File: src/design/rv_core_params.svh
`ifndef RV_CORE_PARAMS_SVH
`define RV_CORE_PARAMS_SVH

////////////////////
// Datapath widths
////////////////////

// Data, address and instruction width
`define RV_XLEN 32

// Architectural integer registers
`define RV_NUM_REGS 32

// Major opcode field in insn[6:0]
`define RV_OPC_W 7

////////////////////
// Program counter
////////////////////

// First fetch address out of reset
`define RV_RESET_PC 32'h0000_0000

// One 32-bit instruction per fetch
`define RV_PC_STEP 32'd4

// Integer computational opcodes
`define RV_OPC_OP_IMM 7'b0010011
`define RV_OPC_OP     7'b0110011

`endif

File: src/design/rv_core_pkg.sv
`include "rv_core_params.svh"

package rv_core_pkg;

    ////////////////////
    // Datapath types
    ////////////////////

    // Data word, PC or raw instruction
    typedef logic [`RV_XLEN-1:0] word_t;

    // Register index, 0 doubles as "no write" on a destination
    typedef logic [$clog2(`RV_NUM_REGS)-1:0] reg_idx_t;

    // {insn[30], funct3}
    typedef logic [3:0] funct_t;

    ////////////////////
    // ALU operations
    ////////////////////

    // Encoding kept from the older single-file core
    typedef enum logic [3:0] {
        ALU_ADD  = 4'b0000,
        ALU_SUB  = 4'b0001,
        ALU_SLT  = 4'b0010,  // Signed compare
        ALU_SLTU = 4'b0011,  // Unsigned compare
        ALU_SLL  = 4'b0100,
        ALU_SRL  = 4'b0101,
        ALU_XOR  = 4'b0110,
        ALU_OR   = 4'b0111,
        ALU_AND  = 4'b1000,
        ALU_SRA  = 4'b1001   // Arithmetic right shift
    } alu_op_t;

endpackage

File: src/design/rv_fetch_stage.sv
`timescale 1ns/1ps

`include "rv_core_params.svh"

module rv_fetch_stage import rv_core_pkg::*; (
    input  logic  clk,
    input  logic  rst_n,
    input  logic  stall,      // Hazard hold from decode
    input  word_t imem_insn,  // Combinational instruction memory data
    output word_t imem_addr,
    output word_t if_pc,
    output word_t if_insn
);

    word_t pc;

    // Instruction memory sees the PC directly
    assign imem_addr = pc;

    ////////////////////
    // PC and IF/ID
    ////////////////////

    // Instruction word is control state, opcode 0 decodes as a no-op
    always_ff @(posedge clk or negedge rst_n) begin
        if (!rst_n) begin
            pc      <= `RV_RESET_PC;
            if_insn <= '0;
        end else if (!stall) begin
            pc      <= pc + `RV_PC_STEP;  // Sequential fetch only
            if_insn <= imem_insn;
        end
        // Stall holds both PC and fetched word
    end

    // PC copy travels with the instruction
    always_ff @(posedge clk) begin
        if (!stall) begin
            if_pc <= pc;
        end
    end

endmodule

File: src/design/rv_regfile.sv
`timescale 1ns/1ps

`include "rv_core_params.svh"

module rv_regfile import rv_core_pkg::*; (
    input  logic     clk,
    input  logic     rst_n,
    input  reg_idx_t rs1,      // Read port A index
    input  reg_idx_t rs2,      // Read port B index
    input  reg_idx_t wr_rd,    // Write index, 0 means no write
    input  word_t    wr_data,
    output word_t    rs1_val,
    output word_t    rs2_val
);

    word_t regs [`RV_NUM_REGS];

    ////////////////////
    // Write port
    ////////////////////

    always_ff @(posedge clk or negedge rst_n) begin
        if (!rst_n) begin
            for (int i = 0; i < `RV_NUM_REGS; i++) begin
                regs[i] <= '0;  // Whole file cleared
            end
        end else if (wr_rd != '0) begin
            regs[wr_rd] <= wr_data;
        end
    end

    ////////////////////
    // Read ports
    ////////////////////

    // x0 hard-wired to zero
    // Same-cycle write wins over the stored value
    always_comb begin
        if (rs1 == '0) begin
            rs1_val = '0;
        end else if (rs1 == wr_rd) begin
            rs1_val = wr_data;  // Write-first bypass
        end else begin
            rs1_val = regs[rs1];
        end
    end

    always_comb begin
        if (rs2 == '0) begin
            rs2_val = '0;
        end else if (rs2 == wr_rd) begin
            rs2_val = wr_data;  // Write-first bypass
        end else begin
            rs2_val = regs[rs2];
        end
    end

endmodule

File: src/design/rv_decode_stage.sv
`timescale 1ns/1ps

`include "rv_core_params.svh"

module rv_decode_stage import rv_core_pkg::*; (
    input  logic     clk,
    input  logic     rst_n,
    input  word_t    if_pc,
    input  word_t    if_insn,
    input  reg_idx_t ex_rd,         // EX/MEM destination
    input  reg_idx_t wb_rd,         // MEM/WB destination, register write
    input  word_t    wb_data,
    output logic     stall,
    output word_t    id_pc,
    output word_t    id_rs1_val,
    output word_t    id_rs2_val,
    output word_t    id_imm,
    output logic     id_use_imm,    // OP-IMM, operand B from immediate
    output logic     id_is_reg_op,  // OP, full funct decode
    output funct_t   id_funct,
    output reg_idx_t id_rd
);

    logic [`RV_OPC_W-1:0] opcode;
    logic                 is_op;
    logic                 is_op_imm;
    reg_idx_t             rs1;
    reg_idx_t             rs2;
    reg_idx_t             dec_rd;
    word_t                dec_imm;
    word_t                rs1_val;
    word_t                rs2_val;
    logic                 hit_ex;
    logic                 hit_mem;

    ////////////////////
    // Field decode
    ////////////////////

    assign opcode    = if_insn[6:0];
    assign is_op     = (opcode == `RV_OPC_OP);
    assign is_op_imm = (opcode == `RV_OPC_OP_IMM);

    assign rs1 = if_insn[19:15];
    assign rs2 = if_insn[24:20];  // Also imm[4:0] on OP-IMM

    // Anything that is not OP or OP-IMM never writes
    assign dec_rd = (is_op || is_op_imm) ? if_insn[11:7] : '0;

    // I-type immediate, sign-extended
    assign dec_imm = {{(`RV_XLEN-12){if_insn[31]}}, if_insn[31:20]};

    // Write port driven from MEM/WB
    rv_regfile regfile_i (
        .clk     (clk),
        .rst_n   (rst_n),
        .rs1     (rs1),
        .rs2     (rs2),
        .wr_rd   (wb_rd),
        .wr_data (wb_data),
        .rs1_val (rs1_val),
        .rs2_val (rs2_val)
    );

    ////////////////////
    // Interlock
    ////////////////////

    // Producer in EX or in the memory slot blocks decode
    // Both source fields are compared for every opcode
    assign hit_ex  = (id_rd != '0) && ((id_rd == rs1) || (id_rd == rs2));
    assign hit_mem = (ex_rd != '0) && ((ex_rd == rs1) || (ex_rd == rs2));
    assign stall   = hit_ex || hit_mem;

    ////////////////////
    // ID/EX register
    ////////////////////

    always_ff @(posedge clk or negedge rst_n) begin
        if (!rst_n) begin
            id_rd        <= '0;
            id_use_imm   <= 1'b0;
            id_is_reg_op <= 1'b0;
        end else if (stall) begin
            id_rd        <= '0;  // Bubble
            id_use_imm   <= 1'b0;
            id_is_reg_op <= 1'b0;
        end else begin
            id_rd        <= dec_rd;
            id_use_imm   <= is_op_imm;
            id_is_reg_op <= is_op;
        end
    end

    // Payload follows decode every cycle, a bubble carries rd 0 anyway
    always_ff @(posedge clk) begin
        id_pc      <= if_pc;
        id_rs1_val <= rs1_val;
        id_rs2_val <= rs2_val;
        id_imm     <= dec_imm;
        id_funct   <= {if_insn[30], if_insn[14:12]};  // funct7[5], funct3
    end

endmodule

File: src/design/rv_execute_stage.sv
`timescale 1ns/1ps

`include "rv_core_params.svh"

module rv_execute_stage import rv_core_pkg::*; (
    input  logic     clk,
    input  logic     rst_n,
    input  word_t    id_rs1_val,
    input  word_t    id_rs2_val,
    input  word_t    id_imm,
    input  logic     id_use_imm,    // Operand B from immediate
    input  logic     id_is_reg_op,  // OP rather than OP-IMM
    input  funct_t   id_funct,
    input  reg_idx_t id_rd,
    output reg_idx_t ex_rd,         // EX/MEM destination, to interlock
    output reg_idx_t wb_rd,         // MEM/WB destination
    output word_t    wb_data
);

    alu_op_t                     alu_op;
    word_t                       op_b;
    logic [$clog2(`RV_XLEN)-1:0] shamt;
    word_t                       alu_res;
    word_t                       ex_result;  // EX/MEM result

    ////////////////////
    // ALU control
    ////////////////////

    always_comb begin
        alu_op = ALU_ADD;  // Unmapped codes fall back to add
        if (id_is_reg_op) begin
            // OP uses bit 30 for sub and sra
            case (id_funct)
                4'b0000: alu_op = ALU_ADD;
                4'b1000: alu_op = ALU_SUB;
                4'b0001: alu_op = ALU_SLL;
                4'b0010: alu_op = ALU_SLT;
                4'b0011: alu_op = ALU_SLTU;
                4'b0100: alu_op = ALU_XOR;
                4'b0101: alu_op = ALU_SRL;
                4'b1101: alu_op = ALU_SRA;
                4'b0110: alu_op = ALU_OR;
                4'b0111: alu_op = ALU_AND;
                default: alu_op = ALU_ADD;
            endcase
        end else begin
            // Bit 30 here is an immediate bit, only srai looks at it
            case (id_funct[2:0])
                3'b000:  alu_op = ALU_ADD;
                3'b001:  alu_op = ALU_SLL;
                3'b010:  alu_op = ALU_SLT;
                3'b011:  alu_op = ALU_SLTU;
                3'b100:  alu_op = ALU_XOR;
                3'b101:  alu_op = id_funct[3] ? ALU_SRA : ALU_SRL;
                3'b110:  alu_op = ALU_OR;
                3'b111:  alu_op = ALU_AND;
                default: alu_op = ALU_ADD;
            endcase
        end
    end

    ////////////////////
    // ALU
    ////////////////////

    assign op_b  = id_use_imm ? id_imm : id_rs2_val;
    assign shamt = op_b[4:0];  // Low five bits only

    always_comb begin
        case (alu_op)
            ALU_ADD:  alu_res = id_rs1_val + op_b;
            ALU_SUB:  alu_res = id_rs1_val - op_b;
            ALU_SLT:  alu_res = word_t'($signed(id_rs1_val) < $signed(op_b));
            ALU_SLTU: alu_res = word_t'(id_rs1_val < op_b);  // 0 or 1
            ALU_XOR:  alu_res = id_rs1_val ^ op_b;
            ALU_OR:   alu_res = id_rs1_val | op_b;
            ALU_AND:  alu_res = id_rs1_val & op_b;
            ALU_SLL:  alu_res = id_rs1_val << shamt;
            ALU_SRL:  alu_res = id_rs1_val >> shamt;
            ALU_SRA:  alu_res = word_t'($signed(id_rs1_val) >>> shamt);  // Sign fill
            default:  alu_res = id_rs1_val + op_b;
        endcase
    end

    ////////////////////
    // EX/MEM and MEM/WB
    ////////////////////

    // Destinations carry the write intent, so they reset
    always_ff @(posedge clk or negedge rst_n) begin
        if (!rst_n) begin
            ex_rd <= '0;
            wb_rd <= '0;
        end else begin
            ex_rd <= id_rd;
            wb_rd <= ex_rd;  // Memory slot only delays
        end
    end

    always_ff @(posedge clk) begin
        ex_result <= alu_res;
        wb_data   <= ex_result;
    end

endmodule

File: src/design/rv_core_top.sv
`timescale 1ns/1ps

module rv_core_top import rv_core_pkg::*; (
    input  logic     clk,
    input  logic     rst_n,
    input  word_t    imem_insn,     // Word at imem_addr, same cycle
    output word_t    imem_addr,
    output logic     retire_valid,  // One register write this cycle
    output reg_idx_t retire_rd,
    output word_t    retire_data
);

    // Fetch to decode
    logic     stall;
    word_t    if_pc;
    word_t    if_insn;

    // Decode to execute
    word_t    id_rs1_val;
    word_t    id_rs2_val;
    word_t    id_imm;
    logic     id_use_imm;
    logic     id_is_reg_op;
    funct_t   id_funct;
    reg_idx_t id_rd;

    // Execute back to decode
    reg_idx_t ex_rd;
    reg_idx_t wb_rd;
    word_t    wb_data;

    ////////////////////
    // Stages
    ////////////////////

    rv_fetch_stage fetch_i (
        .clk       (clk),
        .rst_n     (rst_n),
        .stall     (stall),
        .imem_insn (imem_insn),
        .imem_addr (imem_addr),
        .if_pc     (if_pc),
        .if_insn   (if_insn)
    );

    // No branches, so the ID/EX PC has no consumer
    rv_decode_stage decode_i (
        .clk          (clk),
        .rst_n        (rst_n),
        .if_pc        (if_pc),
        .if_insn      (if_insn),
        .ex_rd        (ex_rd),
        .wb_rd        (wb_rd),
        .wb_data      (wb_data),
        .stall        (stall),
        .id_pc        (),
        .id_rs1_val   (id_rs1_val),
        .id_rs2_val   (id_rs2_val),
        .id_imm       (id_imm),
        .id_use_imm   (id_use_imm),
        .id_is_reg_op (id_is_reg_op),
        .id_funct     (id_funct),
        .id_rd        (id_rd)
    );

    rv_execute_stage execute_i (
        .clk          (clk),
        .rst_n        (rst_n),
        .id_rs1_val   (id_rs1_val),
        .id_rs2_val   (id_rs2_val),
        .id_imm       (id_imm),
        .id_use_imm   (id_use_imm),
        .id_is_reg_op (id_is_reg_op),
        .id_funct     (id_funct),
        .id_rd        (id_rd),
        .ex_rd        (ex_rd),
        .wb_rd        (wb_rd),
        .wb_data      (wb_data)
    );

    // Retire mirrors the register-file write port
    assign retire_valid = (wb_rd != '0);
    assign retire_rd    = wb_rd;
    assign retire_data  = wb_data;

endmodule

File: config.mk
export PLATFORM = sky130hd
export DESIGN_NAME = rv_core_top
export DESIGN_NICKNAME = d
export VERILOG_FILES = /design/src/design/rv_core_pkg.sv /design/src/design/rv_fetch_stage.sv /design/src/design/rv_regfile.sv /design/src/design/rv_decode_stage.sv /design/src/design/rv_execute_stage.sv /design/src/design/rv_core_top.sv
export VERILOG_INCLUDE_DIRS = /design/src /design/src/design
export SDC_FILE = /design/constraint.sdc
export NUM_CORES = 2
export LEC_CHECK = 0
export ABC_AREA = 1
export BUFFER_PORTS_ARGS = -buffer_cell sky130_fd_sc_hd__buf_2
export CAP_MARGIN = 20
export CELL_PAD_IN_SITES_DETAIL_PLACEMENT = 1
export CELL_PAD_IN_SITES_GLOBAL_PLACEMENT = 1
export CORE_UTILIZATION = 30
export CTS_BUF_LIST = sky130_fd_sc_hd__clkbuf_4
export CTS_CLUSTER_SIZE = 10
export DETAILED_ROUTE_END_ITERATION = 16
export PLACE_DENSITY_LB_ADDON = 0.1
export SETUP_SLACK_MARGIN = 0.1
export SLEW_MARGIN = 20
export SYNTH_ARGS = -nofsm -noshare
export SYNTH_HDL_FRONTEND = slang
export SYNTH_SLANG_ARGS = --single-unit
File: constraint.sdc
create_clock -name clk -period 2.7 [get_ports clk]
set_input_delay 0.405 -clock clk [delete_from_list [all_inputs] [get_ports clk]]
set_output_delay 0.405 -clock clk [all_outputs]
set_load 0.01 [all_outputs]
==> run summary <==
Most used DFF post-synth: dfrtp_1
Crit. End Element: flip-flop
Total power: 61.1 mW
Num rows: 180
Worst Setup EP: execute_i.ex_result[26]
Largest net degree at the start of global routing: 94
Final GP Congestion: 0.956
Final Skew: 107 ps
Internal power: 37.3 mW
Sw frac: 0.389
CP arrival: 4020 ps
Initial antenna violation count: 29
Hpwl dp: 273000 µm
Clk_lat worst skew: 1420 ps
Data required time at the worst endpoint: 3900 ps
Pwr/cell area: 642 nW/µm²
Synth Area per Inst: 7.12 µm²
CP Launch Point: decode_i.id_use_imm
I/O pins: 104
Port Buffers: 101
Type of origin of the critical path: flip-flop
Die width: 494 µm
Setup TNS: -999 ps
Critical R2R Capture: execute_i.ex_result[26]
Leak Pwr: 43.2 nW
Area grow syn2layout: 31.2%
Final min period: 2820 ps
DRC violations left: 0
Yosys cell types: 61
Reg-to-reg startpoint: decode_i.id_use_imm
Slew margin rel.: 0.288
Synth Register Bits: 1250
Critical path class: reg2reg
Clock tree sinks: 1250
Worst-path clk slew: 70 ps
Max Fclk: 354 MHz
Worst slew pin tran: 1070 ps
Via count: 80.1k
DRT Pass-1 Iters: 5
Antenna viol nets, final: 0
Gr usage total: 0.323
Vias per cell: 5.49
Period utilization: 1.05
Asr flop ratio synth: 0.882
HP Class: reg2reg
CP max FO: 7
Mapped Cells: 10.2k
Comb pwr share: 0.331
WL/cell: 27.6 µm
Reg2reg setup slack: -120 ps
Worst Reg-to-Reg Cells: 17
Hold Fails Final Rpt: 0
Status: finished, violations left
Post-DP Area: 84100 µm²
Final net count: 11.3k
CTS tree: yes
Initial DRC count: 6535
Die Ht: 494 µm
Synth warn: 0
Final Slew Violations: 0
Seq pwr share: 0.351
DIE AREA: 244000 µm²
Initial Util: 0.302
Longest Clk Path Bufs: 4
First-pass GRT wire length: 578000 µm
Max VDD drop: 0.308 mV
Total grt overflow: 0
Vias in the first global route: 80.7k
Synthesized area: 72600 µm²
Switching power: 23.8 mW
Post-place setup slack: -405 ps
Post-route cell area: 95200 µm²
Number of synthesized flops with an enable pin: 0
CTS H-Tree Depth: 5
RSZ-0062 raised after global routing: yes
Clk Tree Root Cell: clkbuf_4
Violated checks: setup timing
Post-synthesis sequential area ratio: 0.421
Core Box Area: 241000 µm²
Setup-failing EPs final: 16
Final Routed Wirelength: 402000 µm
Clock power share: 0.318
CTS Buf Count: 389
Max-Cap Viols: 0
Final worst slack: -122 ps
Share of layout cells above drive strength 1: 0.232
==> synthesized netlist by cell type, types with 50 or more instances <==
cell      count  area [µm²]
ha_1        105        1310
buf_2       217        1090
nor2_1      692        2600
dfxtp_1     147        2940
a21oi_1     742        3710
o211ai_1    263        1970
nand2_1    2352        8830
nand3_1     769        3850
clkbuf_1    524        1970
nand4_1      50         313
o21ai_0    1974        9880
o22ai_1     129         807
dfrtp_1    1103       27600
inv_1       677        2540
==> area by class of cell <==
cell class	count	area [µm²]
multi-input cells	7414	39300
inverters	707	2740
diodes	14	35.0
repair inverters	1	6.26
clock inverters	94	482
clock buffers	575	4320
well taps	3185	3990
repair buffers	1356	13700
flip-flops and latches	1250	30700
fillers	29400	145000
==> repair_timing <==
action,CTS,global route
setup endpoints to repair,110,131
gates resized for setup,835,263
hold buffers,67,0
gates cloned,9,11
hold endpoints to repair,1135,0
buffers inserted,94,44
pin swaps,182,119
==> worst min-delay path by stage <==
stage               slack [ps]                     to                     from  depth (start not counted)
floorplan                  110  decode_i.id_is_reg_op                    rst_n                          0
global placement           310   execute_i.wb_data[4]   execute_i.ex_result[4]                          0
detailed placement         310   execute_i.wb_data[8]   execute_i.ex_result[8]                          0
CTS                        150    fetch_i.if_insn[26]            imem_insn[26]                          5
global route               240    fetch_i.if_insn[11]            imem_insn[11]                          5
finish                     290  execute_i.wb_data[14]  execute_i.ex_result[14]                          0
==> power by group through the flow <==
| stage | registers, mW | logic, mW | clock network [mW] |
|---|---|---|---|
| detailed placement | 21.7 | 16.8 | 0 |
| floorplan | 20.9 | 7.48 | 0 |
| global route | 21.5 | 21.5 | 20.9 |
| global placement | 21.7 | 16.7 | 0 |
| finish | 21.4 | 20.2 | 19.5 |
| CTS | 21.4 | 19.2 | 20.0 |
==> layer usage <==
| layer | up-vias | GRT usage | share of wire | wire length [µm] |
|---|---|---|---|---|
| met4 | 10 | 0.131 | 0.043 | 17400 |
| li1 | 36300 | - | - | - |
| met3 | 761 | 0.0489 | 0.058 | 23500 |
| met5 | - | 0 | 0.00020 | 80 |
| met2 | 2671 | 0.511 | 0.45 | 182000 |
| met1 | 40400 | 0.438 | 0.45 | 179000 |
==> cell families after synthesis <==
group / count (synthesis) / synth area share
flip-flops: 1250 / 0.421
other: 1 / 0.0000517
AND/OR/NAND/NOR: 4000 / 0.228
adder cells (fa/ha/maj): 107 / 0.0187
buffers and inverters: 1530 / 0.0859
multiplexers: 5 / 0.000690
AO/OA/AOI/OAI: 3243 / 0.239
XOR/XNOR: 57 / 0.00688
==> per-stage QoR <==
stage          hold WS, ps  utilization  cells
2_1_floorplan          109            -  10200
3_3_place_gp           311        0.349  13700
3_5_place_dp           313        0.349  13700
4_1_cts                146        0.389  14500
5_1_grt                238        0.396  14600
6_report               293        0.396  14600
==> critical path, stage by stage, from the launching register on <==
cell and delay [ps]:
dfrtp_2 470, buf_12 160, buf_12 140, nand2_2 80
o21ai_4 70, ha_4 290, buf_4 120, buf_6 130
nand2_2 100, nor2_4 150, inv_1 80, buf_4 150
nor4_4 270, nand2_2 130, nand3_1 90, nand2_1 50
nand3_1 70, nand3_1 80
==> state kept, by name, summed over array words and instances (netlist names), 3 cells and up, named ones only <==
name / cells
fetch_i.imem_addr: 30
decode_i.id_imm: 12
decode_i.id_rs2_val: 32
fetch_i.if_insn: 32
execute_i.wb_data: 32
execute_i.wb_rd: 5
execute_i.ex_rd: 5
decode_i.regfile_i.regs: 1024
decode_i.id_funct: 3
decode_i.id_rs1_val: 32
execute_i.ex_result: 32
decode_i.id_rd: 5
==> cells in the final DEF (no fill, tap or decap), types with 43 or more instances in the layout <==
cell type         n
a21oi_1         650
a21oi_2          52
buf_12          187
buf_2            91
buf_4           847
buf_6           118
clkbuf_4        575
clkinv_1         81
dfrtp_1        1072
dfxtp_1         119
dlygate4sd3_1    66
ha_1             47
ha_4             43
inv_1           618
inv_2            64
nand2_1        2172
nand2_2         135
nand2_4          63
nand3_1         702
nand3_2          60
nand4_1          50
nor2_1          604
nor2_4           64
o211ai_1        263
o21ai_0        1918
o21ai_1          68
o22ai_1         127
Note: power is estimated with default switching activity, not from simulation.
